## config.mk

```make
export PLATFORM = sky130hd
export DESIGN_NAME = mem_stage
export DESIGN_NICKNAME = d
export VERILOG_FILES = /design/src/rtl/mem_pkg.sv /design/src/rtl/agu.sv /design/src/rtl/mem_stage.sv
export SDC_FILE = /design/constraint.sdc
export NUM_CORES = 1
export LEC_CHECK = 0
export BUFFER_PORTS_ARGS = -buffer_cell sky130_fd_sc_hd__buf_2
export CORE_AREA = 2 2 146 148
export CTS_CLUSTER_SIZE = 16
export DETAILED_ROUTE_END_ITERATION = 7
export DIE_AREA = 0 0 148 150
export SYNTH_ARGS = -nofsm -noshare
export SYNTH_HDL_FRONTEND = slang
export SYNTH_SLANG_ARGS = --single-unit
```

## constraint.sdc

```tcl
create_clock -name clk -period 3.3 [get_ports clk]
set_input_delay 0 -clock clk [delete_from_list [all_inputs] [get_ports clk]]
set_output_delay 0 -clock clk [all_outputs]
set_load 0.005 [all_outputs]
```

## src/rtl/mem_pkg.sv

```systemverilog
`default_nettype none

package mem_pkg;

    // access width codes, given as a byte count
    localparam logic [3:0] WIDTH_B = 4'd1;
    localparam logic [3:0] WIDTH_H = 4'd2;
    localparam logic [3:0] WIDTH_W = 4'd4;

    localparam int WORD_ADDR_W = 8;                    // 256 words of data ram
    localparam int RAM_WORDS   = 1 << WORD_ADDR_W;
    localparam int ACCESS_LAT  = 3;                    // cycles per ram access
    localparam int TIMER_W     = $clog2(ACCESS_LAT + 1);

    // one memory op from an execute lane
    typedef struct packed {
        logic [31:0] addr;
        logic        is_unsigned;
        logic        we;
        logic        rd;
        logic [3:0]  width;
        logic [31:0] wdata;
        logic [31:0] pc;
    } ex_mem_req_t;

    // back to the execute stage
    typedef struct packed {
        logic        ok;          // one-cycle completion strobe
        logic        misalign;
        logic [31:0] result;
        logic [31:0] pc;
    } ms_resp_t;

    typedef struct packed {
        logic                   en;
        logic [3:0]             wstrb;
        logic [WORD_ADDR_W-1:0] word_addr;
        logic [31:0]            wdata;
    } dram_req_t;

    typedef struct packed {
        logic [3:0]  wstrb;
        logic [31:0] wdata;       // replicated into every byte lane
        logic        misalign;
    } agu_out_t;

    typedef enum logic [1:0] {
        IDLE,
        ACCESS,
        DONE
    } ctrl_state_t;

endpackage

`default_nettype wire

```

## src/rtl/agu.sv

```systemverilog
`timescale 1ns/1ns
`default_nettype none

module agu import mem_pkg::*; (
    input  logic [31:0] addr,
    input  logic [3:0]  width,
    input  logic        is_unsigned,
    input  logic [31:0] wdata,
    output agu_out_t    info,
    input  logic [1:0]  load_addr_lo,
    input  logic [3:0]  load_width,
    input  logic        load_unsigned,
    input  logic [31:0] rdata,
    output logic [31:0] load_result
);

    logic [7:0]  load_byte;
    logic [15:0] load_half;
    logic        sext_b;
    logic        sext_h;

    // store side strobes, lane replication and alignment check
    always_comb begin
        info = '0;
        case (width)
            WIDTH_B: begin
                info.wstrb = 4'b0001 << addr[1:0];
                info.wdata = {4{wdata[7:0]}};
            end
            WIDTH_H: begin
                info.wstrb    = addr[1] ? 4'b1100 : 4'b0011;
                info.wdata    = {2{wdata[15:0]}};
                info.misalign = addr[0];
            end
            WIDTH_W: begin
                info.wstrb    = 4'b1111;
                info.wdata    = wdata;
                info.misalign = (addr[1:0] != 2'b00);
            end
            default: begin
                info = '0;              // no request selected
            end
        endcase

        // a zero width means the lanes are idle
        if (width != 4'd0) begin
            a_width_legal: assert (width == WIDTH_B || width == WIDTH_H || width == WIDTH_W)
                else $error("agu: illegal access width %0d", width);
        end
    end

    // load side
    assign load_byte = rdata[8*load_addr_lo +: 8];
    assign load_half = load_addr_lo[1] ? rdata[31:16] : rdata[15:0];
    assign sext_b    = ~load_unsigned & load_byte[7];
    assign sext_h    = ~load_unsigned & load_half[15];

    always_comb begin
        case (load_width)
            WIDTH_B: load_result = {{24{sext_b}}, load_byte};
            WIDTH_H: load_result = {{16{sext_h}}, load_half};
            default: load_result = rdata;       // whole word
        endcase
    end

endmodule

`default_nettype wire

```

## src/rtl/mem_stage.sv

```systemverilog
`timescale 1ns/1ns
`default_nettype none

module mem_stage import mem_pkg::*; (
    input  logic        clk,
    input  logic        rst,
    input  ex_mem_req_t ex_req1,
    input  ex_mem_req_t ex_req2,
    output ms_resp_t    ms_resp,
    output logic        req_valid,
    output logic        req_we,
    output logic [31:0] req_addr,
    output agu_out_t    agu_info,
    input  logic        ok,
    input  logic [31:0] rdata
);

    ex_mem_req_t sel;
    logic [31:0] load_result;

    // winning op, kept for the response path
    logic [31:0] pc_q;
    logic [3:0]  width_q;
    logic        unsigned_q;
    logic [1:0]  addr_lo_q;
    logic        misalign_q;

    // fixed priority, lane 1 first
    always_comb begin
        if (ex_req1.we || ex_req1.rd) begin
            sel = ex_req1;
        end else if (ex_req2.we || ex_req2.rd) begin
            sel = ex_req2;
        end else begin
            sel = '0;
        end
    end

    assign req_valid = sel.we | sel.rd;
    assign req_we    = sel.we;
    assign req_addr  = sel.addr;

    agu i_agu (
        .addr          (sel.addr),
        .width         (sel.width),
        .is_unsigned   (sel.is_unsigned),
        .wdata         (sel.wdata),
        .info          (agu_info),
        .load_addr_lo  (addr_lo_q),
        .load_width    (width_q),
        .load_unsigned (unsigned_q),
        .rdata         (rdata),
        .load_result   (load_result)
    );

    // request is held by the driver until ok, so follow it up to then
    always_ff @(posedge clk) begin
        if (req_valid && !ok) begin
            pc_q       <= sel.pc;
            width_q    <= sel.width;
            unsigned_q <= sel.is_unsigned;
            addr_lo_q  <= sel.addr[1:0];
            misalign_q <= agu_info.misalign;
        end
    end

    assign ms_resp = '{ok: ok, misalign: misalign_q, result: load_result, pc: pc_q};

    a_no_rd_and_we: assert property (@(posedge clk) disable iff (rst)
        !(sel.we && sel.rd))
        else $error("mem_stage: selected op is both load and store");

endmodule

`default_nettype wire

```

==> results.json, run 1 <==
{
  "cts_setup_buffers": 0,
  "syn_to_final_growth_pct": 57.5,
  "setup_viol": 0,
  "cp_slowest_cell": "edfxtp_1",
  "cpLargestDelayFamily": "flip-flops",
  "drc": 0,
  "viasPerCell": 4.49,
  "antenna_found_initial": 1,
  "path_max_fanout": 16,
  "rows": 53,
  "cp.buffers_inverters": 1,
  "path_common_cell": "nand2_1",
  "synth_edf_count": 40,
  "cts_buffers": 5,
  "max_stage_delay_ns": 0.65,
  "dp_slack_ns": 1.29,
  "syn_inst": 380,
  "power_leakage_nw": 2.86,
  "finalWeightedCongestion": 0.870,
  "track_usage_pct": 13.1,
  "antenna_left": 0,
  "hold_path_depth": 2,
  "synthesis.nets": 621,
  "synth_top_area_share_pct": 33.3,
  "startpoint_type": "flop",
  "antenna_cells": 0,
  "netlist_area_um2": 3610,
  "fp.dieH_um": 150,
  "root_buffer": "clkbuf_16",
  "fin_crit_ns": 2.30,
  "yosysMostFrequentCell": "a22o_1",
  "cp_data_required_time_ns": 3.30,
  "crit_path_end_kind": "output port",
  "drv_slew": 0,
  "ys_warn_count": 0,
  "p_total_mw": 1.83,
  "synth_flop_cell": "edfxtp_1",
  "die_area_um2": 22200,
  "yosysSeqAreaShare_pct": 33.3,
  "synth_area_leaders": "edfxtp_1, a22o_1, buf_4, a22oi_1, nand2_1",
  "clock-sinks": 40,
  "layout-drive-gt1-share_pct": 58.7,
  "critPathKind": "flop to output port",
  "cts.reportedPaths.clkPinSlew_ns": 0.06,
  "whs_endpoint": "pc_q[24]",
  "slew_headroom_pct": 30.9,
  "route.vias.total": 4403,
  "nNetsFinal": 945,
  "final_cell_area_um2": 5680,
  "powerDensity_nw_per_um2": 322,
  "outcome": "finished, final reports clean",
  "path_cells": "mux4_2, nand2_1, a211o_1, nand2_1, buf_2",
  "grt-ovfl-total": 0,
  "initial_core_util_pct": 17.4,
  "wl_per_cell_um": 16.3,
  "dr.pass1.iters": 5,
  "hp-start": "ex_req2[24]",
  "grt_pass1_wl_mm": 22.9,
  "grt_pass1_vias": 4164,
  "core_um2": 20700,
  "ys_ff_latch": 40,
  "worst_hold_slack_ns": 0.0116,
  "syn-mean-instance-area_um2": 9.49,
  "die_width_um": 148,
  "worst_pin_slew_ns": 1.03,
  "cts_tree": "done",
  "n_fill_cell": 2245,
  "hpwl_mm": 13.2,
  "drv_cap": 0,
  "fmax_mhz": 434,
  "top_level_ports": 378,
  "grt_max_degree": 64,
  "async_flop_share_pct": 0,
  "synth_common_cells": "a22o_1, nand2_1, edfxtp_1",
  "finalSetupTns_ns": 0,
  "yosys.area.top_type": "edfxtp_1",
  "cts_resized": 0,
  "drtIter0Drc": 404,
  "hold_viol_final": 0,
  "arrival_ns": 2.30,
  "numPortBuffers": 376,
  "h-tree-depth": 2,
  "synth_cell_types": 40,
  "rsz0062_at_grt": "no",
  "hp-class": "input pin to flop",
  "post-route-period-util_pct": 69.8,
  "irDropWorstVdd_mv": 0.172,
  "routed_wl_mm": 16.0,
  "clock_path_buffers": 2,
  "place_area_um2": 5480,
  "setup_slack_ns": 0.997
}
[per-stage QoR]
stage / util, % / instances
after floorplan: - / 380
after global placement: 26.5 / 968
after detailed placement: 26.5 / 968
after CTS: 27.5 / 980
after global routing: 27.5 / 980
final: 27.5 / 980
[sequential cells by signal, summed over array words and instances, names as in the netlist]
signal	count
pc_q	32
unsigned_q	1
addr_lo_q	2
width_q	4
misalign_q	1
[where the power goes]
| group | switching [mW] | internal, mW |
|---|---|---|
| clock network | 0.188 | 0.356 |
| logic | 0.309 | 0.331 |
| registers | 0.0251 | 0.621 |
| total | 0.522 | 1.31 |
[per-layer routing]
metal  GRT usage, %  up-vias  routed length (µm)
met4           2.81        0                 240
met3           3.17       16                1500
met5              0        -                   0
met2           22.2      254                7830
met1           16.9     2013                6390
li1               -     2120                   -
[placed cells by master, fill, tap and decap left out, types with 5 or more instances in the layout]
master	instances
buf_2	376
a22o_1	66
nand2_1	58
edfxtp_1	40
a22oi_1	32
o22ai_1	17
o21ai_1	13
nor2_1	13
a22oi_2	9
a221o_1	8
mux4_2	8
inv_1	6
clkbuf_16	5
[timing repair]
item	CTS	global route
setup endpoints to repair	0	0
endpoints found under the hold margin	4	0
hold buffers	4	0
[logic make-up after synthesis]
| kind of cell | Yosys count | synth area share [%] |
|---|---|---|
| simple gates | 91 | 11.7 |
| mux | 9 | 5.31 |
| buf+inv | 74 | 12.3 |
| compound gates | 163 | 36.7 |
| flops | 40 | 33.3 |
| xor+xnor | 3 | 0.729 |
[worst max-delay path by stage]
| stage | cells after the start | to | start | slack (ns) |
|---|---|---|---|---|
| final | 5 | ms_resp[49] | addr_lo_q[1] | 1.0 |
| after global routing | 5 | ms_resp[49] | addr_lo_q[1] | 0.87 |
| after CTS | 5 | ms_resp[49] | addr_lo_q[1] | 0.98 |
| after detailed placement | 5 | ms_resp[49] | addr_lo_q[1] | 1.29 |
| after global placement | 5 | ms_resp[62] | addr_lo_q[1] | 1.32 |
| after floorplan | 2 | addr_lo_q[0] | ex_req2[68] | 0.80 |
[final cells by class]
cell class	count	area, µm²	share of cell area (%)
multi-input combinational	266	1980	34.8
timing repair buffer	385	1970	34.7
sequential	40	1200	21.1
tap	275	344	6.06
clock buffer	6	129	2.27
clock inverter	2	35.0	0.617
inverter	6	22.5	0.396
Note: power is estimated with default switching activity, not from simulation.
==> inputs of run 2 (changes only) <==
clock period = 2.3 ns   (was 3.3 ns; I/O delays follow)
==> run 2 against run 1 <==
Flip-flop and latch count stayed put. Hold slack worse by 0.0084 ns. Clock-buffer cell count is 1 lower. Combinational power increased by 50%. Core utilization up 0.72 points. Largest cell class is now non-clock buffers. Largest power group is now combinational cells. Highest routed layer unchanged.
==> results.json, run 2 (synthesis gave the netlist of run 1 again) <==
{
  "syn_to_final_growth_pct": 61.6,
  "startpoint_type": "flop",
  "grt_pass1_vias": 4118,
  "largestRegisters": "pc_q: 32 flops, width_q: 4 flops, addr_lo_q: 2 flops",
  "grt_pass1_wl_mm": 22.9,
  "grt_max_degree": 64,
  "largest-register": "pc_q",
  "outcome": "finished, final reports clean",
  "fmax_mhz": 488,
  "die_width_um": 148,
  "powerDensity_nw_per_um2": 463,
  "antenna_left": 0,
  "initial_core_util_pct": 17.4,
  "routed_wl_mm": 16.0,
  "wl_per_cell_um": 16.1,
  "core_um2": 20700,
  "slew_headroom_pct": 36.1,
  "setup_viol": 0,
  "largest_reg_flops": 32,
  "cp_slowest_cell": "a211o_1",
  "hold_viol_final": 0,
  "setup_slack_ns": 0.251,
  "drtIter0Drc": 320,
  "cts_tree": "done",
  "rows": 53,
  "h-tree-depth": 2,
  "antenna_cells": 0,
  "irDropWorstVdd_mv": 0.232,
  "fin_crit_ns": 2.05,
  "finalWeightedCongestion": 0.869,
  "drv_cap": 0,
  "top_level_ports": 378,
  "numPortBuffers": 376,
  "path_cells": "buf_4, mux2_1, nand2_1, a211o_1, nand2_1, buf_2",
  "hold_path_depth": 2,
  "layout_common_cells": "buf_2, a22o_1, nand2_1",
  "drc": 0,
  "arrival_ns": 2.05,
  "p_total_mw": 2.70,
  "grt-ovfl-total": 0,
  "cts.reportedPaths.clkPinSlew_ns": 0.07,
  "worst_pin_slew_ns": 0.954,
  "hpwl_mm": 13.1,
  "dp_slack_ns": 0.351,
  "die_area_um2": 22200,
  "clock_path_buffers": 2,
  "power_leakage_nw": 2.93,
  "path_common_cell": "nand2_1",
  "layout_commonest_cell": "buf_2",
  "path_max_fanout": 16,
  "crit_path_end_kind": "output port",
  "antenna_found_initial": 0,
  "fp.dieH_um": 150,
  "critPathKind": "flop to output port",
  "hp-class": "input pin to flop",
  "route.vias.total": 4518,
  "post-route-period-util_pct": 89.1,
  "cts_buffers": 5,
  "layout-drive-gt1-share_pct": 58.7,
  "finalSetupTns_ns": 0,
  "hp-start": "ex_req1[19]",
  "root_buffer": "clkbuf_16",
  "clock-sinks": 40,
  "track_usage_pct": 13.1,
  "dr.pass1.iters": 5,
  "max_stage_delay_ns": 0.44,
  "nNetsFinal": 962,
  "viasPerCell": 4.53,
  "whs_endpoint": "pc_q[19]",
  "cp_data_required_time_ns": 2.30,
  "rsz0062_at_grt": "no",
  "drv_slew": 0
}
run 2: cell count changes in the layout (fill, tap and decap cells not counted), sizes merged:
| cell | before | now |
|---|---|---|
| clkbuf | 6 | 5 |
| buf | 381 | 389 |
| clkinvlp | 0 | 1 |
| clkinv | 1 | 0 |
| inv | 6 | 7 |
| dlygate4sd3 | 4 | 13 |
run 2: layout make-up:
cell class	count	area [µm²]
Fill cell	2266	14900
Sequential cell	40	1200
Timing Repair Buffer	402	2110
Clock buffer	5	125
Clock inverter	3	46.3
Inverter	6	22.5
Multi-Input combinational cell	266	1980
Tap cell	275	344
run 2: routing by layer:
metal	vias up	track usage, %	part of all wire (%)	routed length [µm]
met3	13	2.47	7.3	1170
met5	-	0	0	0
met1	2103	17.2	42	6750
li1	2151	-	-	-
met4	0	2.24	0.88	141
met2	251	22.5	50	7960
run 2: worst max-delay path, delay by kind of cell (launching register included):
family / cells / cell delay, ns
muxes: 1 / 0.34
and+or+nand+nor: 2 / 0.18
DFF: 1 / 0.43
buffers and inverters: 2 / 0.36
AOI/OAI and AO/OA: 1 / 0.44
run 2: worst max path at each step:
stage	startpoint	cells after the start	endpoint	slack (ns)
2_1_floorplan	ex_req1[69]	2	addr_lo_q[0]	0.64
3_3_place_gp	ex_req1[64]	6	misalign_q	0.34
3_5_place_dp	ex_req1[64]	6	misalign_q	0.35
4_1_cts	width_q[0]	5	ms_resp[61]	0.18
5_1_grt	width_q[0]	6	ms_resp[39]	0.02
6_report	addr_lo_q[1]	6	ms_resp[48]	0.25
run 2: metrics by stage:
stage	hold WS [ns]	utilization (%)	cell area, µm²	std cells
after global routing	0.00330	28.2	5830	997
after floorplan	0.0728	-	3610	380
after detailed placement	0.219	26.7	5520	976
after global placement	0.219	26.7	5520	976
final	0.00322	28.2	5830	997
after CTS	0.000246	28.2	5830	997
run 2: report_power, final:
group / switching [mW] / total, mW / leakage, nW / internal [mW]
sequential: 0.0249 / 0.915 / 0.387 / 0.890
combinational: 0.464 / 0.957 / 2.47 / 0.493
clock: 0.309 / 0.826 / 0.0804 / 0.516
run 2: timing repair:
item	in CTS	in global routing
hold buffers	13	0
hold endpoints to repair	11	0
gates resized for setup	0	1
setup endpoints to repair	0	6
buffers inserted	0	0
