$ cat src/rtl/mem_pkg.sv
`default_nettype none

package mem_pkg;

    // access width codes, given as a byte count
    localparam logic [3:0] WIDTH_B = 4'd1;
    localparam logic [3:0] WIDTH_H = 4'd2;
    localparam logic [3:0] WIDTH_W = 4'd4;

    localparam int WORD_ADDR_W = 8;                    // 256 words of data ram
    localparam int RAM_WORDS   = 1 << WORD_ADDR_W;
    localparam int ACCESS_LAT  = 3;                    // cycles per ram access
    localparam int TIMER_W     = $clog2(ACCESS_LAT + 1);

    // one memory op from an execute lane
    typedef struct packed {
        logic [31:0] addr;
        logic        is_unsigned;
        logic        we;
        logic        rd;
        logic [3:0]  width;
        logic [31:0] wdata;
        logic [31:0] pc;
    } ex_mem_req_t;

    // back to the execute stage
    typedef struct packed {
        logic        ok;          // one-cycle completion strobe
        logic        misalign;
        logic [31:0] result;
        logic [31:0] pc;
    } ms_resp_t;

    typedef struct packed {
        logic                   en;
        logic [3:0]             wstrb;
        logic [WORD_ADDR_W-1:0] word_addr;
        logic [31:0]            wdata;
    } dram_req_t;

    typedef struct packed {
        logic [3:0]  wstrb;
        logic [31:0] wdata;       // replicated into every byte lane
        logic        misalign;
    } agu_out_t;

    typedef enum logic [1:0] {
        IDLE,
        ACCESS,
        DONE
    } ctrl_state_t;

endpackage

`default_nettype wire

$ cat src/rtl/access_timer.sv
`timescale 1ns/1ns
`default_nettype none

module access_timer import mem_pkg::*; (
    input  logic clk,
    input  logic rst,
    input  logic start,
    output logic done
);

    logic [TIMER_W-1:0] count;
    logic               armed;     // set by the first start after reset

    always_ff @(posedge clk) begin
        if (rst) begin
            count <= '0;
            armed <= 1'b0;
        end else if (start) begin
            count <= TIMER_W'(ACCESS_LAT);
            armed <= 1'b1;
        end else if (count != '0) begin
            count <= count - 1'b1;
        end
    end

    // held until the next start reloads the counter
    assign done = armed && (count == '0);

endmodule

`default_nettype wire

$ cat config.mk
export PLATFORM = sky130hd
export DESIGN_NAME = access_timer
export DESIGN_NICKNAME = d
export VERILOG_FILES = /design/src/rtl/mem_pkg.sv /design/src/rtl/access_timer.sv
export SDC_FILE = /design/constraint.sdc
export NUM_CORES = 1
export LEC_CHECK = 0
export ABC_AREA = 0
export BUFFER_PORTS_ARGS = -buffer_cell sky130_fd_sc_hd__buf_2
export CORE_AREA = 2 2 39 41
export DETAILED_ROUTE_END_ITERATION = 16
export DIE_AREA = 0 0 41 43
export SYNTH_ARGS = -nofsm -noshare
export SYNTH_HDL_FRONTEND = slang
export SYNTH_SLANG_ARGS = --single-unit
$ cat constraint.sdc
create_clock -name clk -period 3 [get_ports clk]
set_input_delay 0.15 -clock clk [delete_from_list [all_inputs] [get_ports clk]]
set_output_delay 0.15 -clock clk [all_outputs]
set_load 0.05 [all_outputs]
==> impl.org, run 1 <==
** Status
- Run status :: finished, final reports clean

** Yosys
- Synthesis instantiated 8 different standard cells from the library.
- Sequential fraction of the synthesis area :: 45.71%
- After synthesis, the largest family of logic cells by area is simple AND/OR/NAND/NOR gates.
- Dominant cells by area after synthesis :: sky130_fd_sc_hd__dfxtp_1, sky130_fd_sc_hd__nor2_1, sky130_fd_sc_hd__ha_1
- Summing every instance area after synthesis gives 131.4 sq um.
- The most common cell in the synthesized netlist is sky130_fd_sc_hd__nor2_1.
- Synth cell count leaders :: sky130_fd_sc_hd__nor2_1, sky130_fd_sc_hd__dfxtp_1, sky130_fd_sc_hd__inv_1
- Fraction of synthesized area in multiplexers :: 7.619%
- For this run, the number of Yosys warnings is 0.
- Compound-cell area share of the yosys netlist :: 7.619%
- In this run, synthesis produced a sequential element count of 3.
- In the synthesized netlist the async set-or-reset flop fraction comes to 0%.
- Mapped Avg Cell Area :: 9.384 sq um
- Xor and xnor fraction of the mapped netlist area :: 6.667%
- Synth Area in Simple Gates :: 17.14%
- Synthesis produced 14 cells.
- Summed over its instances, the top area cell type makes up 45.71% of the synthesized netlist area.
- Yosys mapped a number of flops with a built-in enable equal to 0.
- Summing the areas of all fa, ha and maj instances in the mapped netlist gives 9.524% of the synthesized area.
- The number of nets handed over by synthesis was 18.
- sky130_fd_sc_hd__dfxtp_1 takes more of the synthesized area than any other cell.
- For this run, the leading register cell type out of synthesis is sky130_fd_sc_hd__dfxtp_1.

** Run
- Max-cap violations in this run came to 0.

** Placement
- After legalization and detailed placement, the total HPWL measured 154.2 microns.
- Post-detailed-placement cell area :: 166.4 sq um
- Port buffering added 3 buffers.
- The congestion estimate from routability-driven global placement came to 0.5017.
- After detailed placement, the design holds a cell count of 33.

** Layout
- Final cell count without fillers :: 37
- After routing the design area is 192.7 sq um.
- Counting the fill cells in the layout gives 166.
- From synthesis to final layout, the design area changed by 46.67%.
- At the end of the flow, the number of nets in the layout was 26.
- 0 antenna diodes ended up in the layout.
- Cells fill 13.92% of the core in the end.
- Layout cell share with drive strength beyond 1 :: 33.33%

** Worst setup path
- Critical register-to-register path startpoint :: count[0]$_SDFFE_PP0P_
- Setup CP Type :: reg2out
- The most critical setup path has its startpoint at count[0]$_SDFFE_PP0P_.
- Critical Path End Type :: primary output
- Of all nets on the critical path, the largest fanout is 3.
- Capture instance of the worst register-to-register path :: count[1]$_SDFFE_PP0P_
- For the worst setup path, the data required time is 2.85 ns.
- Worst setup slack for register-to-register paths :: 1.99 ns
- Worst EP arrival :: 1.24 ns
- CP startpoint kind :: register
- The number of cells on the worst reg-to-reg path is 4.
- Capturing element of the worst setup path :: done

** Clock tree
- Number of H-tree levels :: 1
- The number of clock buffers added by TritonCTS is 3.
- Sink Count :: 3
- In this run the post-CTS setup repair buffer count came out at 0.
- TritonCTS built the clock tree.
- Clk Latency, worst-skew pair :: 0.23 ns
- CTS max path bufs :: 2
- PostCTS Resize Cnt :: 0
- In this run, post-CTS hold repair placed 0 buffers.
- Clock transition at the registers of the reported paths :: 0.03 ns
- Clock root cell :: sky130_fd_sc_hd__clkbuf_4

** STA
- Final Cycle Share :: 46.30%
- Count of endpoints failing hold in the final timing report :: 0
- After routing, the total negative slack on setup checks comes to 0 ns.
- Final setup skew :: 0.001005 ns
- Worst hold margin :: 0.1063 ns
- Headroom to the max-slew limit came out at 83.53%.
- # setup viols final :: 0
- Setup repair after global routing missed its margin :: false
- Timing would allow up to 719.9 MHz.
- Worst-Margin Slew :: 0.2488 ns
- Minimum clock period :: 1.389 ns
- The final number of max-transition violations came to 0.

** Hold path
- Hold WC Path Type :: in2reg

** Pwr
- The analysis attributes to cell leakage a power of 0.09407 nW.
- VDD sags by at most 0.1241 mV.
- Pwr dens :: 709.7 nW/um^2

** Routing
- Total wire length :: 180 microns
- For this block, the initial DRC count from the detailed router was 3.
- Total number of vias :: 103
- Average via count per standard cell :: 2.784
- In this run the remaining antenna-violating nets after routing total 0.
- Final routed DRC violation total :: 0
- First-pass DRT Iterations :: 3
- Detail-routed net length per standard cell :: 4.865 microns

** Floorplanning
- After floorplanning, the core was sized to cover 1384 sq um.
- For this design the top-level I/O count stands at 4.
- Placement Rows :: 14
- The die is 41 microns wide.
- Die area :: 1763 sq um
- For this configuration, the core starts out at a cell density of 9.494%.
- Overall die height :: 43 microns

** GRT
- The initial antenna violation count was 0.
- Entering global routing, the biggest net connects 4 pins.
- Global-route wire length before repair :: 338 microns
- Via count of the first global-routing pass :: 111
- Global-route congestion overflow total :: 0
- GRT Util Overall :: 3.507%
worst min path at each step:
| stage | from | end | slack [ns] | cells after the start |
|---|---|---|---|---|
| finish | rst | count[0]$_SDFFE_PP0P_ | 0.11 | 2 |
| global route | rst | count[0]$_SDFFE_PP0P_ | 0.11 | 2 |
| CTS | rst | count[0]$_SDFFE_PP0P_ | 0.10 | 2 |
| detailed placement | rst | count[0]$_SDFFE_PP0P_ | 0.34 | 2 |
| global placement | rst | count[0]$_SDFFE_PP0P_ | 0.34 | 2 |
| floorplan | rst | armed$_SDFFE_PP0P_ | 0.22 | 1 |
final cells by class:
type / count / area (sq um) / area share [%]
Timing Repair Buffer: 3 / 15.01 / 7.792
Sequential cell: 3 / 60.06 / 31.17
Clock buffer: 4 / 26.28 / 13.64
Multi-Input combinational cell: 9 / 63.81 / 33.12
Inverter: 2 / 7.507 / 3.896
Tap cell: 16 / 20.02 / 10.39
layer usage:
metal | GRT usage, % | vias to the layer above | wire, microns
met5 | 0 | - | 0
met4 | 6.000 | 0 | 0
met3 | 3.141 | 0 | 8
met2 | 4.688 | 1 | 121
met1 | 1.597 | 45 | 50
li1 | - | 57 | -
flip-flops by register name, summed over array words and instances (netlist names):
signal / flops
count: 2
armed: 1
kinds of logic (layout without fill, tap and decap cells):
logic type                 after synthesis  in the layout
and+or+nand+nor                          5              5
DFF                                      3              3
buffers and inverters                    2              9
adders and majority gates                1              1
AOI/OAI and AO/OA                        1              1
xor gates and xnor gates                 1              1
muxes                                    1              1
metrics by stage:
| stage | total power, W | setup WS, ns |
|---|---|---|
| floorplan | 0.00006528 | 1.968 |
| global placement | 0.00006953 | 1.847 |
| detailed placement | 0.00007020 | 1.843 |
| CTS | 0.0001401 | 1.600 |
| global route | 0.0001501 | 1.546 |
| finish | 0.0001368 | 1.611 |
power breakdown:
part / switching (W) / total, W / leakage, nW / internal [W]
registers: 0.00000165 / 0.0000460 / 0.0252 / 0.0000444
logic: 0.0000122 / 0.0000231 / 0.0539 / 0.0000109
clock network: 0.0000180 / 0.0000676 / 0.0150 / 0.0000496
worst max-delay path: stages (launching register included):
cell and delay [ns]:
sky130_fd_sc_hd__dfxtp_1 0.33, sky130_fd_sc_hd__inv_1 0.05, sky130_fd_sc_hd__ha_1 0.23, sky130_fd_sc_hd__and2_2 0.20, sky130_fd_sc_hd__buf_2 0.20
placed cells by master, fill, tap and decap left out, drive strengths merged:
master / Yosys / final
dfxtp: 3 / 3
xnor2: 1 / 1
buf: 0 / 3
o21ba: 1 / 1
and2: 1 / 1
inv: 2 / 2
clkbuf: 0 / 4
ha: 1 / 1
mux2i: 1 / 1
nor2: 4 / 4
No activity file was read; power rests on OpenSTA's default activity.
==> run 2, diff against run 1 <==
- clock period: 3 -> 1.1 ns (I/O delays scaled with it)
==> run 2 against run 1 <==
Compared with the run above:
- routed wire length up 32%
- clock power rose to 2.8 times the previous value
- die area unchanged
- setup slack worse by 1.6 ns
- critical path depth unchanged
- sequential share of layout area fell by 4.8 points
- power grew to 3.0 times the previous value
- highest routed layer unchanged
==> impl.org, run 2 (synthesized netlist as in run 1, its figures left out) <==
** Placement
- Cell count after placement :: 33 (unchanged)
- IO buf count :: 3 (unchanged)
- The routability-driven placement congestion ratio came to 0.5078 (+1.2%).

** Floorplanning
- Io pins :: 4 (unchanged)
- Starting density of the core :: 9.494% (unchanged)
- The die width came to 41 microns (unchanged).
- The die span in y was 43 microns (unchanged).
- Placeable core region :: 1384 sq um (unchanged)
- The standard-cell row count is 14 (unchanged).
- Die area :: 1763 sq um (unchanged)

** Hold path
- Hold path start :: rst
- The path with the worst hold slack has its endpoint at count[0]$_SDFFE_PP0P_.
- Hold WC Path Type :: in2reg
- The hold-critical path depth was 2 (unchanged).

** Worst setup path
- Worst EP arrival :: 1.03 ns (-0.21 ns)
- The worst-path maximum fanout came to 2 (-1).
- The length in cells of the worst reg-to-reg path came to 5 (+1).
- The worst setup path is captured at a primary output.
- The worst setup path is launched from a register.
- The worst register-to-register path begins at count[0]$_SDFFE_PP0P_.
- Capture instance of the worst register-to-register path :: count[1]$_SDFFE_PP0P_
- Worst setup slack for register-to-register paths :: 0.07 ns (-1.92 ns)
- By startpoint and endpoint, the worst setup path is classified as reg2out.
- WP data required :: 1.04 ns (-1.81 ns)

** Layout
- The library cell used most frequently in the layout, excluding fill and tap cells, is sky130_fd_sc_hd__nor2_1.
- The fraction of the core area covered by cells at the end of the flow is 16.82% (+2.9 points).
- The final cell count without fillers came to 39 (+5.4%).
- Number of diodes :: 0 (unchanged)
- The number of filler instances in the final layout came to 154 (-7.2%).
- From synthesis to final layout, the design area changed by 77.14%.
- Commonest non-fill, non-tap cells in the layout :: sky130_fd_sc_hd__nor2_1, sky130_fd_sc_hd__clkbuf_4, sky130_fd_sc_hd__dfxtp_1, sky130_fd_sc_hd__buf_2, sky130_fd_sc_hd__buf_4
- The largest registers in the layout are count: 2 flops, armed: 1 flops.
- Ranked by flip-flop count, first place goes to count.
- Max reg flops :: 2 (unchanged)
- The number of nets in the layout was 28 (+7.7%).
- The fraction of final layout cells sized beyond drive strength 1 is 52.17% (+19 points).

** Pwr
- Pwr dens :: 1782 nW/um^2 (+150%)
- The worst vdd rail ir drop came to 0.3769 mV (+200%).
- The static leakage was 0.1068 nW (+14%).
- Total Power Consumption :: 0.0004147 W (+200%)

** GRT
- The global-route wire length before repair was 365 microns (+8.0%).
- The number of global-route vias before repair was 99 (-11%).
- Number of antenna violations at the first check in global routing :: 0 (unchanged)
- Global-route congestion overflow total :: 0 (unchanged)
- Maximum number of pins on one net before global-route repair :: 4 (unchanged)
- The combined global-route utilization of all metal layers came to 3.916% (+0.41 points).

** Routing
- Count of nets left with antenna violations after detail routing :: 0 (unchanged)
- The post-route DRC violation count came to 0 (unchanged).
- The total detailed-routing wirelength came to 237 microns (+32%).
- The detailed-route vias per instance was 2.795 (+0.40%).
- The routed wirelength normalized by instance count was 6.077 microns (+25%).
- The starting DRC count in detailed routing is 2 (-1).
- Total number of vias :: 109 (+5.8%)
- The number of detailed-routing iterations run before antenna repair came to 2 (-1).

** Status
- The flow ran to the end, and the final reports show no timing, DRC or antenna violations.

** STA
- The worst-case hold slack came to 0.007245 ns (-0.09908 ns).
- Worst-Margin Slew :: 0.1208 ns (-0.1280 ns)
- The remaining max-slew budget at the tightest pin came to 91.72% (+8.2 points).
- The final number of max-transition violations came to 0 (unchanged).
- For this run, the top clock speed supported by timing is 925.8 MHz.
- The worst path needs 1.080 ns of the cycle, external delays included.
- Final Cycle Share :: 98.20%
- The worst setup skew after layout came to 0.004261 ns (+0.003256 ns).
- Count of endpoints failing hold in the final timing report :: 0 (unchanged)
- Setup repair after global routing could not meet its margin everywhere.
- # setup viols final :: 0 (unchanged)

** Clock tree
- The number of buffers inserted by hold repair at cts is 0 (unchanged).
- The number of clock buffers inserted by TritonCTS was 3 (unchanged).
- The root buffer cell chosen for the clock tree is sky130_fd_sc_hd__clkbuf_4.
- CTS tree :: built
- The total number of H-tree levels was 1 (unchanged).
- The TritonCTS sink count is 3 (unchanged).
- The maximum number of buffers from clock root to sink was 2 (unchanged).
- The clock transition at the registers of the reported paths came to 0.04 ns (about the same).
- The worst-skew pair later-pin latency was 0.23 ns (about the same).

** Run
- The number of max-capacitance violations reported came to 0 (unchanged).
run 2: layout make-up:
type / count / area (sq um) / area share (%)
clock buffer: 4 / 26.28 / 11.29
inverter: 2 / 7.507 / 3.226
multi-input combinational: 9 / 77.57 / 33.33
sequential: 3 / 61.31 / 26.34
tap: 16 / 20.02 / 8.602
timing repair buffer: 5 / 40.04 / 17.20
run 2: worst max-delay path by stage:
stage / startpoint / to / slack, ns / depth (start not counted)
2_1_floorplan: count[0]$_SDFFE_PP0P_ / count[1]$_SDFFE_PP0P_ / 0.13 / 4
3_3_place_gp: count[0]$_SDFFE_PP0P_ / done / 0.04 / 4
3_5_place_dp: count[0]$_SDFFE_PP0P_ / done / 0.04 / 4
4_1_cts: count[0]$_SDFFE_PP0P_ / done / 0.003 / 4
5_1_grt: count[0]$_SDFFE_PP0P_ / done / -0.02 / 4
6_report: count[0]$_SDFFE_PP0P_ / done / 0.02 / 4
run 2: per-layer routing:
metal / vias up / track usage [%] / part of all wire, %
met4: 0 / 6.000 / 0
met5: - / 0 / 0
li1: 61 / - / -
met2: 1 / 5.625 / 66
met1: 47 / 1.929 / 32
met3: 0 / 3.141 / 1.3
run 2: repair_timing:
item | 4_1_cts | 5_1_grt
pin swaps | 2 | 1
buffers inserted | 2 | 0
gates resized for setup | 6 | 2
cloned | 0 | 0
endpoints found under the setup margin | 1 | 1
run 2: worst max-delay path: stages (launching register included):
cell and delay, ns:
sky130_fd_sc_hd__dfxtp_2 0.33, sky130_fd_sc_hd__inv_2 0.04, sky130_fd_sc_hd__ha_4 0.15, sky130_fd_sc_hd__and2_4 0.13, sky130_fd_sc_hd__buf_8 0.14
run 2: power breakdown:
group,leakage [nW],switching (W),internal (W)
sequential,0.0253,0.00000525,0.000122
clock,0.0150,0.0000562,0.000136
combinational,0.0665,0.0000429,0.0000526
total,0.107,0.000104,0.000310
run 2: stage by stage:
stage | instance area [sq um] | setup slack [ns] | setup TNS [ns]
4_1_cts | 222.7 | 0.002568 | 0
6_report | 232.7 | 0.01985 | 0
3_3_place_gp | 166.4 | 0.04282 | 0
5_1_grt | 232.7 | -0.01742 | -0.01742
2_1_floorplan | 131.4 | 0.1293 | 0
3_5_place_dp | 166.4 | 0.03823 | 0
