**src/rtl/mem_pkg.sv**
```systemverilog
`default_nettype none

package mem_pkg;

    // access width codes, given as a byte count
    localparam logic [3:0] WIDTH_B = 4'd1;
    localparam logic [3:0] WIDTH_H = 4'd2;
    localparam logic [3:0] WIDTH_W = 4'd4;

    localparam int WORD_ADDR_W = 8;                    // 256 words of data ram
    localparam int RAM_WORDS   = 1 << WORD_ADDR_W;
    localparam int ACCESS_LAT  = 3;                    // cycles per ram access
    localparam int TIMER_W     = $clog2(ACCESS_LAT + 1);

    // one memory op from an execute lane
    typedef struct packed {
        logic [31:0] addr;
        logic        is_unsigned;
        logic        we;
        logic        rd;
        logic [3:0]  width;
        logic [31:0] wdata;
        logic [31:0] pc;
    } ex_mem_req_t;

    // back to the execute stage
    typedef struct packed {
        logic        ok;          // one-cycle completion strobe
        logic        misalign;
        logic [31:0] result;
        logic [31:0] pc;
    } ms_resp_t;

    typedef struct packed {
        logic                   en;
        logic [3:0]             wstrb;
        logic [WORD_ADDR_W-1:0] word_addr;
        logic [31:0]            wdata;
    } dram_req_t;

    typedef struct packed {
        logic [3:0]  wstrb;
        logic [31:0] wdata;       // replicated into every byte lane
        logic        misalign;
    } agu_out_t;

    typedef enum logic [1:0] {
        IDLE,
        ACCESS,
        DONE
    } ctrl_state_t;

endpackage

`default_nettype wire

```
**src/rtl/dcache_ctrl.sv**
```systemverilog
`timescale 1ns/1ns
`default_nettype none

module dcache_ctrl import mem_pkg::*; (
    input  logic        clk,
    input  logic        rst,
    input  logic        req_valid,
    input  logic        req_we,
    input  logic [31:0] req_addr,
    input  agu_out_t    agu_info,
    output logic        start,
    input  logic        done,
    output dram_req_t   dram_req,
    input  logic [31:0] dram_rdata,
    output logic        ok,
    output logic [31:0] rdata
);

    ctrl_state_t            state;
    logic                   dram_en;
    logic [3:0]             wstrb_q;
    logic [WORD_ADDR_W-1:0] word_addr_q;
    logic [31:0]            wdata_q;
    logic [31:0]            rdata_q;

    assign start = (state == IDLE) && req_valid;
    assign ok    = (state == DONE);

    always_ff @(posedge clk) begin
        if (rst) begin
            state   <= IDLE;
            dram_en <= 1'b0;
        end else begin
            dram_en <= start;       // one ram access per request
            case (state)
                IDLE:    if (req_valid) state <= ACCESS;
                ACCESS:  if (done) state <= DONE;
                DONE:    state <= IDLE;
                default: state <= IDLE;
            endcase
        end
    end

    always_ff @(posedge clk) begin
        if (start) begin
            // loads and misaligned stores leave memory alone
            wstrb_q     <= (req_we && !agu_info.misalign) ? agu_info.wstrb : 4'b0000;
            word_addr_q <= req_addr[WORD_ADDR_W+1:2];
            wdata_q     <= agu_info.wdata;
        end
        if (state == ACCESS && done) begin
            rdata_q <= dram_rdata;
        end
    end

    assign dram_req = '{en: dram_en, wstrb: wstrb_q, word_addr: word_addr_q, wdata: wdata_q};
    assign rdata    = rdata_q;

    // timer and fsm together give a fixed start-to-ok distance
    a_ok_pulse: assert property (@(posedge clk) disable iff (rst)
        start |-> ##(ACCESS_LAT + 2) ok ##1 !ok)
        else $error("dcache_ctrl: ok not a single pulse at the expected cycle");

    // no new start until the access in flight is back in IDLE
    a_start_once: assert property (@(posedge clk) disable iff (rst)
        start |=> !start [*(ACCESS_LAT + 2)])
        else $error("dcache_ctrl: start outside IDLE");

endmodule

`default_nettype wire

```
**config.mk**
```make
export PLATFORM = sky130hd
export DESIGN_NAME = dcache_ctrl
export DESIGN_NICKNAME = d
export VERILOG_FILES = /design/src/rtl/mem_pkg.sv /design/src/rtl/dcache_ctrl.sv
export SDC_FILE = /design/constraint.sdc
export NUM_CORES = 1
export LEC_CHECK = 0
export BUFFER_PORTS_ARGS = -buffer_cell sky130_fd_sc_hd__buf_2
export CAP_MARGIN = 20
export CORE_UTILIZATION = 41
export CTS_BUF_LIST = sky130_fd_sc_hd__clkbuf_8
export DETAILED_ROUTE_END_ITERATION = 10
export PLACE_DENSITY = 0.82
export SLEW_MARGIN = 20
export SYNTH_ARGS = -nofsm -noshare
export SYNTH_HDL_FRONTEND = slang
export SYNTH_SLANG_ARGS = --single-unit
```
**constraint.sdc**
```tcl
create_clock -name clk -period 3.4 [get_ports clk]
set_input_delay 0.34 -clock clk [delete_from_list [all_inputs] [get_ports clk]]
set_output_delay 0.34 -clock clk [all_outputs]
set_load 0.01 [all_outputs]
```
==> results of run 1 <==
==> how the worst max path moves through the flow <==
stage / from / to / slack (ns)
3_5_place_dp: req_valid / wdata_q[22] / 1.63
6_report: state[0] / start / 1.49
5_1_grt: state[0] / start / 1.39
4_1_cts: state[0] / start / 1.46
3_3_place_gp: req_valid / word_addr_q[6] / 1.68
2_1_floorplan: state[0] / wdata_q[0] / 0.51
==> metrics by stage <==
stage	setup slack, ns	total power, uW	instances	hold WS [ns]
2_1_floorplan	0.505	1220	94	0.405
3_3_place_gp	1.68	1310	327	0.502
3_5_place_dp	1.63	1320	327	0.515
4_1_cts	1.46	1960	343	0.154
5_1_grt	1.39	2010	343	0.157
6_report	1.49	1940	343	0.178
==> logic make-up (layout without fill, tap and decap cells) <==
| kind of cell | count (synthesis) | after routing | share of synthesized area [%] |
|---|---|---|---|
| buffers and inverters | 1 | 178 | 0.308 |
| AO/OA/AOI/OAI | 1 | 1 | 0.512 |
| AND/OR/NAND/NOR | 13 | 13 | 3.23 |
| flip-flops | 79 | 79 | 96.0 |
==> report_power, final <==
group / switching [uW] / total, uW / internal (uW)
registers: 12.4 / 1140 / 1130
logic: 82.1 / 151 / 69.4
clock network: 313 / 647 / 334
==> layout by cell type, fill, tap and decap left out, types with 2 or more instances in the layout <==
cell                       instances
sky130_fd_sc_hd__and2_1            4
sky130_fd_sc_hd__nor2b_1           2
sky130_fd_sc_hd__clkinv_2          3
sky130_fd_sc_hd__buf_2           160
sky130_fd_sc_hd__dfxtp_1           3
sky130_fd_sc_hd__clkbuf_8          9
sky130_fd_sc_hd__edfxtp_1         76
sky130_fd_sc_hd__nor3_1            2
sky130_fd_sc_hd__buf_4             2
==> flip-flops by register name, summed over array words and instances, names as in the netlist <==
| name | count |
|---|---|
| rdata | 32 |
| wdata_q | 32 |
| word_addr_q | 8 |
| wstrb_q | 4 |
| state | 2 |
| dram_en | 1 |
==> Yosys cell counts <==
cell	number
sky130_fd_sc_hd__nor2_1	2
sky130_fd_sc_hd__nand2b_4	1
sky130_fd_sc_hd__nand2_1	1
sky130_fd_sc_hd__edfxtp_1	76
sky130_fd_sc_hd__nor2b_1	2
sky130_fd_sc_hd__a211oi_2	1
sky130_fd_sc_hd__dfxtp_1	3
sky130_fd_sc_hd__and2_1	4
sky130_fd_sc_hd__buf_4	1
sky130_fd_sc_hd__nand2b_1	1
sky130_fd_sc_hd__nor3_1	2
==> layer usage <==
| layer | routed length [um] | share of wire [%] |
|---|---|---|
| met1 | 1810 | 37 |
| met2 | 2320 | 48 |
| met3 | 690 | 14 |
| met4 | 46 | 0.95 |
| met5 | 0 | 0 |
==> worst max-delay path: stages (launching register included) <==
cell,delay (ns)
sky130_fd_sc_hd__dfxtp_1,0.34
sky130_fd_sc_hd__nand2b_4,0.17
sky130_fd_sc_hd__nor2_4,0.48
sky130_fd_sc_hd__buf_2,0.24
==> final cells by class <==
| class | instances | area, um^2 | share of cell area [%] |
|---|---|---|---|
| Clock buffer | 9 | 124 | 3.50 |
| Clock inverter | 7 | 65.1 | 1.84 |
| Multi-Input combinational cell | 14 | 101 | 2.86 |
| Sequential cell | 79 | 2340 | 66.2 |
| Tap cell | 72 | 90.1 | 2.55 |
| Timing Repair Buffer | 162 | 816 | 23.1 |
==> results by stage, run 1 <==
Outcome:
- The flow ran to the end, and the final reports show no timing, DRC or antenna violations.

Clock tree:
- The clock sink count is 79.
- At the later pin of the worst-skew pair, clock insertion delay measures 0.33 ns.
- The clock tree from TritonCTS is done.
- The number of instances resized during post-cts repair is 0.
- The clock transition at the register clock pins on the worst setup and hold paths after CTS is 0.08 ns.
- The number of hold-repair buffers added at the cts stage is 0.
- Buffers added to address setup during post-CTS repair amount to 0.
- The H-tree was split into 3 levels.
- The clock passes through at most 2 buffers.
- Counting the buffers created by CTS gives 9.
- The root buffer cell chosen for the clock tree is sky130_fd_sc_hd__clkbuf_8.

Place:
- The total placed instance area is 3350 um^2.
- The congestion estimate from routability-driven global placement came to 0.727.
- The count of buffers inserted at the top-level ports is 160.
- The half-perimeter wire length of the detailed placement result is 3.70 mm.

Drt:
- Using the TritonRoute via totals, the vias-per-cell ratio works out to 4.36.
- The post-detailed-routing wire length is 4.86 mm.
- The iteration-0 DRC count of the detailed router is 45.
- The routed layout has 1494 vias.
- Before antenna repair, the detailed router went through 4 iterations.
- The wire length per cell after detailed routing is 14.2 um.
- Once detail routing completed, the nets flagged for antenna violations numbered 0.
- The DRC violation count after routing is 0.

Logic synthesis:
- The cell type with the highest aggregate area in the netlist is sky130_fd_sc_hd__edfxtp_1.
- Synthesis produced 94 cells.
- Synthesis inferred 79 register bits.
- The post-synthesis cell area is 2440 um^2.
- Each instance of the synthesized netlist takes up on average 26.0 um^2.
- The proportion of netlist area held by the largest area contributor is 93.5%.
- The Yosys step of the flow raised 0 warnings.
- After synthesis, the cell types taking the most area are sky130_fd_sc_hd__edfxtp_1, sky130_fd_sc_hd__dfxtp_1, sky130_fd_sc_hd__and2_1.
- The sequential-to-total area share from yosys stat is 96.0%.
- The count of different cell masters after synthesis is 11.
- The post-synth net total is 200.

Global route:
- Global routing used 16.0% of the available tracks.
- The global-route congestion overflow total is 0.
- The number of antenna violations at the first check in global routing is 0.
- The fraction of met2 tracks used by global routing is 26.0%.
- For this run, global-route usage on met1 was measured as 16.9%.
- The most congested layer reported by global routing is met2.
- Entering global routing, the biggest net connects 33 pins.
- For this run, global-route usage on met3 was measured as 7.47%.
- The number of global-route vias before repair came to 1452.
- The first global-routing pass estimated 7.01 mm of wire.

Setup path:
- The capturing point of the worst reg2reg path is wdata_q[10].
- The worst register-to-register path begins at state[0].
- The maximum net fanout on the critical path is 23.
- The kind of critical path is register to primary output.
- The data arrival time of the critical path is 1.57 ns.
- The kind of end point of the critical path is a primary output.
- The worst setup path is launched from a register.
- The worst register-to-register path has a depth of 3.
- The worst register-to-register path has a setup slack of 1.67 ns.
- At the worst endpoint, the required time is 3.06 ns.

Final layout:
- The count of fill cells added during filler insertion is 411.
- In the final layout, the share of cells above drive strength 1 is 66.8%.
- With fillers left out, the area of the finished cells amounts to 3540 um^2.
- Once layout is complete, the utilization of the core stands at 63.1%.
- The post-synthesis to final-layout area growth is 45.0%.
- The number of antenna repair diodes is 0.
- The final-stage net count is 372.

STA:
- The final setup TNS is 0 ns.
- The maximum clock frequency is 0.525 GHz.
- The slew of the pin with the lowest slew margin is 0.608 ns.
- The worst path needs 1.91 ns of the cycle, external delays included.
- Setup repair after global routing left no endpoint under its margin.
- The final count of negative-setup-slack endpoints is 0.
- The number of max-slew violations in the final report is 0.
- Measured against its own limit, the worst slew margin works out to 59.4%.
- Across the routed clock network, the largest skew measured is 0.00884 ns.
- The number of failing hold endpoints at the final stage is 0.
- In the finished design, the share of the clock period the worst path needs comes to 56.0%.

Floorplan:
- The region available for standard cell placement spans 5610 um^2.
- In this run the core area contains 27 standard-cell rows.
- The initial core utilization is 43.5%.
- In this run the horizontal extent of the chip is 79.2 um.
- The die covers 6270 um^2.
- Measured along the y axis, the die boundary spans 79.2 um.
- The count of pins on the block boundary is 185.

Power and ir drop:
- In this run the static leakage power is 0.00152 uW.
- VDD sags by at most 0.351 mV.
- The ratio of total power to cell area is 548 nW/um^2.

Flow run:
- Across the run, the number of max-cap violations was 0.

Worst hold path:
- Counting instances, the worst hold path has a depth of 1.
- The class of the tightest hold or removal check is input pin to register.
- The launch instance of the worst min-delay path is agu_info[20].
- The end point of the most critical hold path is wdata_q[19].
Power figures use the tool's default switching activity.
==> run 2: changes to the inputs <==
- CORE_UTILIZATION: 41 -> 37
- PLACE_DENSITY: 0.82 -> 0.78
- clock period: 3.4 -> 1.6 ns (I/O delays scaled with it)
==> results by stage, run 2 (synthesized netlist as in run 1, its figures left out) <==
STA:
- The final setup TNS is 0 ns (unchanged).
- Derived from the worst setup path, the maximum achievable clock frequency is 0.666 GHz.
- The number of failing hold endpoints at the final stage was 0 (unchanged).
- Setup repair after global routing left no endpoint under its margin.
- The slew of the pin with the lowest slew margin came to 0.327 ns (-0.281 ns).
- The final count of negative-setup-slack endpoints is 0 (unchanged).
- The setup slack of the critical path after layout was 0.0976 ns (-1.40 ns).
- The final critical delay including setup and external delays is 1.50 ns.
- The worst hold margin is 0.102 ns (-0.0760 ns).
- The setup skew after layout is 0.0121 ns (+0.00329 ns).
- The number of max-slew violations in the final report is 0 (unchanged).
- The final critical path takes up 93.9% of the cycle.
- The max-slew headroom at the worst pin is 78.1% (+19 points).

Setup path:
- The data arrival time of the critical path came to 1.34 ns (-0.23 ns).
- The maximum net fanout on the critical path is 23 (unchanged).
- The required time of the critical path is 1.44 ns (-1.62 ns).
- The kind of critical path is register to primary output.
- The cell count of the worst reg-to-reg path is 3 (unchanged).
- The internal reg-to-reg setup slack was 0.41 ns (-1.26 ns).
- The most critical setup path has its startpoint at state[0].
- STA classifies the critical path startpoint as a register.
- The endpoint identified for the worst register-to-register timing path is wdata_q[23].
- The worst reg2reg path startpoint is state[0].
- The kind of end point of the critical path is a primary output.
- The timing endpoint of the critical path is start.

Drt:
- The top layer reached by signal wires is met4.
- The DRC violation count after routing is 0 (unchanged).
- The routed length on met2 came to 3.48 mm (+50%).
- The iteration count of the initial detailed-routing pass is 4 (unchanged).
- The post-route met1 wirelength is 2.39 mm (+32%).
- The ratio of routed vias to standard cells is 4.42 (+1.5%).
- The antenna violation net count after detailed routing is 0 (unchanged).
- The detailed-routed wire length on met3 is 650 um (-5.8%).
- The iteration-0 DRC count of the detailed router is 51 (+13%).
- The wire length per cell after detailed routing is 15.7 um (+11%).
- The post-detailed-routing wire length is 6.63 mm (+36%).
- The via total after detailed routing was 1865 (+25%).

Floorplan:
- The number of rows in the core area was 29 (+7.4%).
- The count of pins on the block boundary is 185 (unchanged).
- The die extent in x is 83.2 um (+5.1%).
- The floorplan die area came to 6930 um^2 (+11%).
- The vertical die dimension was 83.2 um (+5.1%).
- The initial core utilization is 38.4% (-5.1 points).
- The area inside the core boundary is 6350 um^2 (+13%).

Clock tree:
- The post-CTS setup buffer count is 0 (unchanged).
- The buffer levels on the longest clock path is 2 (unchanged).
- The source-to-sink clock delay at the later pin of the worst-skew pair is 0.33 ns (about the same).
- The clock sink count is 79 (unchanged).
- The total CTS buffers is 9 (unchanged).
- The clock transition at the register clock pins on the worst setup and hold paths after CTS is 0.08 ns (about the same).
- The number of instances resized during post-cts repair is 0 (unchanged).
- The buffer cell driving the clock tree root is sky130_fd_sc_hd__clkbuf_8.
- The clock tree from TritonCTS is done.
- The maximum level of the CTS H-tree was 3 (unchanged).

Global route:
- The wire length of the first global-routing pass is 10.1 mm (+44%).
- The global-route congestion overflow total is 0 (unchanged).
- The number of global-route vias before repair is 2110 (+45%).
- The overall routing resource usage is 19.6% (+3.7 points).
- The number of antenna violations at the first check in global routing came to 0 (unchanged).
- The pin count of the biggest net entering global routing is 46 (+39%).

Place:
- The placement-stage worst setup slack is 0.407 ns (-1.23 ns).
- The count of buffers inserted at the top-level ports is 160 (unchanged).
- The final estimated routing congestion in global placement is 0.750 (+3.2%).
- The half-perimeter wire length of the detailed placement result came to 3.73 mm (+1.0%).

Final layout:
- The number of antenna repair diodes is 0 (unchanged).
- Compared with the post-synthesis result, the final layout area differs by 78.6%.
- The library cell used most frequently in the layout, excluding fill and tap cells, is sky130_fd_sc_hd__buf_2.
- The final core utilization is 68.7% (+5.6 points).
- Leaving out fill and tap cells, the most frequent cells in the layout are sky130_fd_sc_hd__buf_2, sky130_fd_sc_hd__edfxtp_1, sky130_fd_sc_hd__dlygate4sd3_1, sky130_fd_sc_hd__clkbuf_8, sky130_fd_sc_hd__and2_1.
- The share of layout cells above drive strength 1 is 52.8% (-14 points).
- The final-stage net count came to 446 (+20%).

Power and ir drop:
- The total leakage power is 0.00185 uW (+22%).
- The maximum vdd drop is 0.857 mV (+140%).
- The ratio of total power to cell area came to 1040 nW/um^2 (+90%).
- The sum of internal, switching and leakage power came to 4530 uW (+130%).

Outcome:
- The run finished with clean final reports.

Worst hold path:
- The path class of the tightest hold or removal check is input pin to register.

Flow run:
- The max-cap violation count is 0 (unchanged).
run 2: changes by cell type in the layout (fill, tap and decap cells not counted), moves of 2 or more:
| cell | change |
|---|---|
| sky130_fd_sc_hd__dlygate4sd3_1 | +73 |
| sky130_fd_sc_hd__buf_12 | +2 |
| sky130_fd_sc_hd__buf_4 | -2 |
| sky130_fd_sc_hd__clkinv_2 | -2 |
| sky130_fd_sc_hd__inv_6 | +2 |
run 2: layout make-up:
type                       instances  area [um^2]
timing repair buffer             236         1600
tap                               77         96.3
fill                             415         1990
clock buffer                       9          124
multi-input combinational         14          106
sequential                        79         2340
clock inverter                     7         93.8
run 2: routing by layer:
| metal | vias to the layer above | global-route usage, % |
|---|---|---|
| met3 | 11 | 7.16 |
| met2 | 127 | 34.6 |
| met5 | - | 0 |
| met1 | 866 | 20.5 |
| met4 | 0 | 9.72 |
| li1 | 861 | - |
run 2: how the worst min path moves through the flow:
| stage | slack [ns] | cells past startpoint | to | start |
|---|---|---|---|---|
| after CTS | 0.07 | 2 | wstrb_q[1] | agu_info[34] |
| after global placement | 0.34 | 1 | wdata_q[10] | agu_info[11] |
| final | 0.10 | 2 | wstrb_q[1] | agu_info[34] |
| after global routing | 0.09 | 3 | dram_en | req_valid |
| after floorplan | 0.22 | 1 | state[0] | rst |
| after detailed placement | 0.34 | 1 | wdata_q[22] | agu_info[23] |
run 2: repair_timing:
item,4_1_cts,5_1_grt
hold buffers,73,0
endpoints found under the setup margin,0,1
endpoints found under the hold margin,73,0
run 2: report_power, final:
group          internal, uW  leakage, uW  total [uW]  switching (uW)
registers              2390     0.000741        2430            32.2
logic                   283      0.00101         500             218
clock network           882     0.000108        1600             720
total                  3560      0.00185        4530             970
run 2: metrics by stage:
| stage | cell area, um^2 | instances |
|---|---|---|
| floorplan | 2460 | 94 |
| global placement | 3390 | 332 |
| detailed placement | 3390 | 332 |
| CTS | 4330 | 421 |
| global route | 4360 | 422 |
| finish | 4360 | 422 |
run 2: critical path: stages (launching register included):
cell	delay, ns
sky130_fd_sc_hd__dfxtp_1	0.34
sky130_fd_sc_hd__nand2b_4	0.17
sky130_fd_sc_hd__nor2_4	0.15
sky130_fd_sc_hd__buf_12	0.19
sky130_fd_sc_hd__buf_2	0.15
==> run 3: changes to the inputs <==
- CORE_UTILIZATION: 37 -> 44
- PLACE_DENSITY: 0.78 -> 0.87
- clock period: 1.6 -> 1.9 ns (I/O delays scaled with it)
==> results by stage, run 3 (synthesized netlist as in run 1, its figures left out) <==
Floorplan:
- The number of rows in the core area is 26 (-10%).
- The count of pins on the block boundary is 185 (unchanged).
- The area inside the core boundary came to 5240 um^2 (-18%).
- The vertical die dimension is 76.5 um (-8.1%).
- The floorplan die area is 5850 um^2 (-16%).
- The initial core utilization came to 46.6% (+8.2 points).
- The die extent in x came to 76.5 um (-8.1%).

Clock tree:
- The total CTS buffers is 9 (unchanged).
- The clock transition at the register clock pins on the worst setup and hold paths after CTS is 0.08 ns (about the same).
- The source-to-sink clock delay at the later pin of the worst-skew pair is 0.34 ns (about the same).
- The clock sink count was 79 (unchanged).
- The maximum level of the CTS H-tree is 3 (unchanged).
- The clock tree from TritonCTS is done.
- The number of instances resized during post-cts repair is 0 (unchanged).
- The number of hold-repair buffers added at the cts stage is 0 (-100%).
- The post-CTS setup buffer count is 0 (unchanged).
- The buffer levels on the longest clock path is 2 (unchanged).
- The cell sitting at the root of the clock tree is a sky130_fd_sc_hd__clkbuf_8.

Final layout:
- The count of fill cells added during filler insertion is 346 (-17%).
- The final-stage net count is 380 (-15%).
- The number of antenna repair diodes is 0 (unchanged).
- The library cells used most frequently in the layout, excluding fill and tap cells, are sky130_fd_sc_hd__buf_2, sky130_fd_sc_hd__edfxtp_1, sky130_fd_sc_hd__clkbuf_8, sky130_fd_sc_hd__dlygate4sd3_1, sky130_fd_sc_hd__and2_1.
- The final standard cell area without fillers is 3630 um^2 (-17%).
- The library cell used most frequently in the layout, excluding fill and tap cells, is sky130_fd_sc_hd__buf_2.
- The share of layout cells above drive strength 1 was 64.2% (+11 points).
- The final core utilization was 69.3% (+0.60 points).
- The final cell count without fillers was 349 (-17%).
- The post-synthesis to final-layout area growth is 48.6%.

Global route:
- The overall routing resource usage came to 17.4% (-2.3 points).
- The wire length of the first global-routing pass is 7.20 mm (-29%).
- The number of global-route vias before repair is 1577 (-25%).
- The pin count of the biggest net entering global routing came to 35 (-24%).
- The global-route congestion overflow total is 0 (unchanged).
- The number of antenna violations at the first check in global routing is 0 (unchanged).

Worst hold path:
- The number of cells on the worst hold path is 1 (-1).
- The worst hold path belongs to the class input pin to register.
- The launch instance of the worst min-delay path is agu_info[17].
- The end point of the most critical hold path is wdata_q[16].

STA:
- Setup repair after global routing left no endpoint under its margin.
- After layout, the worst path uses 81.8% of the clock period.
- The final count of negative-setup-slack endpoints is 0 (unchanged).
- The number of failing hold endpoints at the final stage is 0 (unchanged).
- The setup skew after layout is 0.00713 ns (-0.00501 ns).
- The number of max-slew violations in the final report is 0 (unchanged).
- The slew of the pin with the lowest slew margin is 0.376 ns (+0.0491 ns).
- The final critical delay including setup and external delays is 1.55 ns.
- The final setup TNS is 0 ns (unchanged).
- The maximum clock frequency is 0.644 GHz.
- The max-slew headroom at the worst pin is 74.8% (-3.3 points).

Setup path:
- The slowest stage of the critical path belongs to the cell sky130_fd_sc_hd__dfxtp_1.
- The cell count of the worst reg-to-reg path is 3 (unchanged).
- The internal reg-to-reg setup slack is 0.52 ns (+0.11 ns).
- The delay of the slowest cell on the worst path is 0.34 ns (about the same).
- The combined buffer and inverter count along the critical path is 1 (-1).
- The cell class contributing the biggest share of worst-path delay is simple AND/OR/NAND/NOR gates.
- The maximum net fanout on the critical path came to 12 (-48%).
- The kind of end point of the critical path is a primary output.
- The signal on the critical path passes through nand2b_4, nor2_4, buf_2.
- The kind of critical path is register to primary output.
- The required time of the critical path came to 1.71 ns (+0.27 ns).
- The data arrival time of the critical path is 1.36 ns (+0.02 ns).
- The capturing point of the worst reg2reg path is wdata_q[22].
- In this run the critical register-to-register path is launched from state[0].
- The type of element launching the critical path is a register.

Drt:
- The iteration count of the initial detailed-routing pass was 4 (unchanged).
- The post-detailed-routing wire length was 5.21 mm (-21%).
- The ratio of routed vias to standard cells is 4.49 (+1.7%).
- The antenna violation net count after detailed routing is 0 (unchanged).
- The iteration-0 DRC count of the detailed router is 52 (+2.0%).
- The wire length per cell after detailed routing was 14.9 um (-4.9%).
- The via total after detailed routing is 1568 (-16%).
- The DRC violation count after routing is 0 (unchanged).

Place:
- The count of buffers inserted at the top-level ports is 160 (unchanged).
- The total instance count after detailed placement was 325 (-2.1%).
- The final estimated routing congestion in global placement came to 0.673 (-10%).
- The half-perimeter wire length of the detailed placement result is 3.76 mm (+0.74%).
- The total placed instance area is 3360 um^2 (-0.78%).

Outcome:
- The flow ran to the end, and the final reports show no timing, DRC or antenna violations.

Power and ir drop:
- The maximum vdd drop was 0.621 mV (-28%).
- The total leakage power is 0.00154 uW (-17%).
- The ratio of total power to cell area is 960 nW/um^2 (-7.6%).

Flow run:
- The max-cap violation count is 0 (unchanged).
==> run 3: cell count changes in the layout (fill, tap and decap cells not counted) <==
| cell | delta |
|---|---|
| sky130_fd_sc_hd__clkinv_2 | -1 |
| sky130_fd_sc_hd__nor2_4 | -1 |
| sky130_fd_sc_hd__clkbuf_16 | -1 |
| sky130_fd_sc_hd__inv_6 | -2 |
| sky130_fd_sc_hd__clkinv_1 | +2 |
| sky130_fd_sc_hd__buf_12 | -1 |
| sky130_fd_sc_hd__nor2_2 | +1 |
| sky130_fd_sc_hd__dlygate4sd3_1 | -65 |
| sky130_fd_sc_hd__buf_4 | +1 |
| sky130_fd_sc_hd__clkinvlp_4 | +2 |
| sky130_fd_sc_hd__bufinv_16 | -1 |
==> run 3: area by class of cell <==
cell class                      instances  area (um^2)  share of cell area, %
Multi-Input combinational cell         14          101                   2.79
Clock inverter                          7         63.8                   1.76
Clock buffer                            9          124                   3.41
Timing Repair Buffer                  170          908                   25.0
Tap cell                               70         87.6                   2.41
Sequential cell                        79         2340                   64.6
==> run 3: per-layer routing <==
| metal | up-vias | wire [um] | track usage [%] |
|---|---|---|---|
| met1 | 711 | 1750 | 16.4 |
| met5 | - | 0 | 0 |
| li1 | 728 | - | - |
| met2 | 115 | 2720 | 29.6 |
| met4 | 0 | 145 | 9.81 |
| met3 | 14 | 596 | 9.46 |
==> run 3: worst max path at each step <==
stage          startpoint        endpoint  depth (start not counted)
4_1_cts          state[0]           start                          3
2_1_floorplan    state[0]        rdata[0]                          2
3_5_place_dp     state[0]      wdata_q[2]                          3
3_3_place_gp     state[0]  word_addr_q[0]                          3
6_report         state[0]           start                          3
5_1_grt          state[0]           start                          3
==> run 3: where the power goes <==
group / internal [uW] / leakage (uW) / switching (uW) / total [uW]
Sequential: 2020 / 0.000741 / 21.9 / 2040
Combinational: 140 / 0.000719 / 155 / 295
Clock: 592 / 0.0000840 / 556 / 1150
Total: 2750 / 0.00154 / 733 / 3480
==> run 3: worst reg2reg max path, stage by stage, from the launching register on <==
cell and delay (ns):
sky130_fd_sc_hd__dfxtp_1 0.34, sky130_fd_sc_hd__nand2b_4 0.17, sky130_fd_sc_hd__nor2_4 0.31, sky130_fd_sc_hd__buf_12 0.26
==> run 3: per-stage QoR <==
stage / hold WS (ns) / setup WS (ns) / total power (uW)
after floorplan: 0.255 / 0.230 / 2180
after global placement: 0.366 / 0.551 / 2350
after detailed placement: 0.368 / 0.504 / 2360
after CTS: 0.00584 / 0.308 / 3500
after global routing: 0.00133 / 0.243 / 3610
final: 0.0195 / 0.346 / 3480
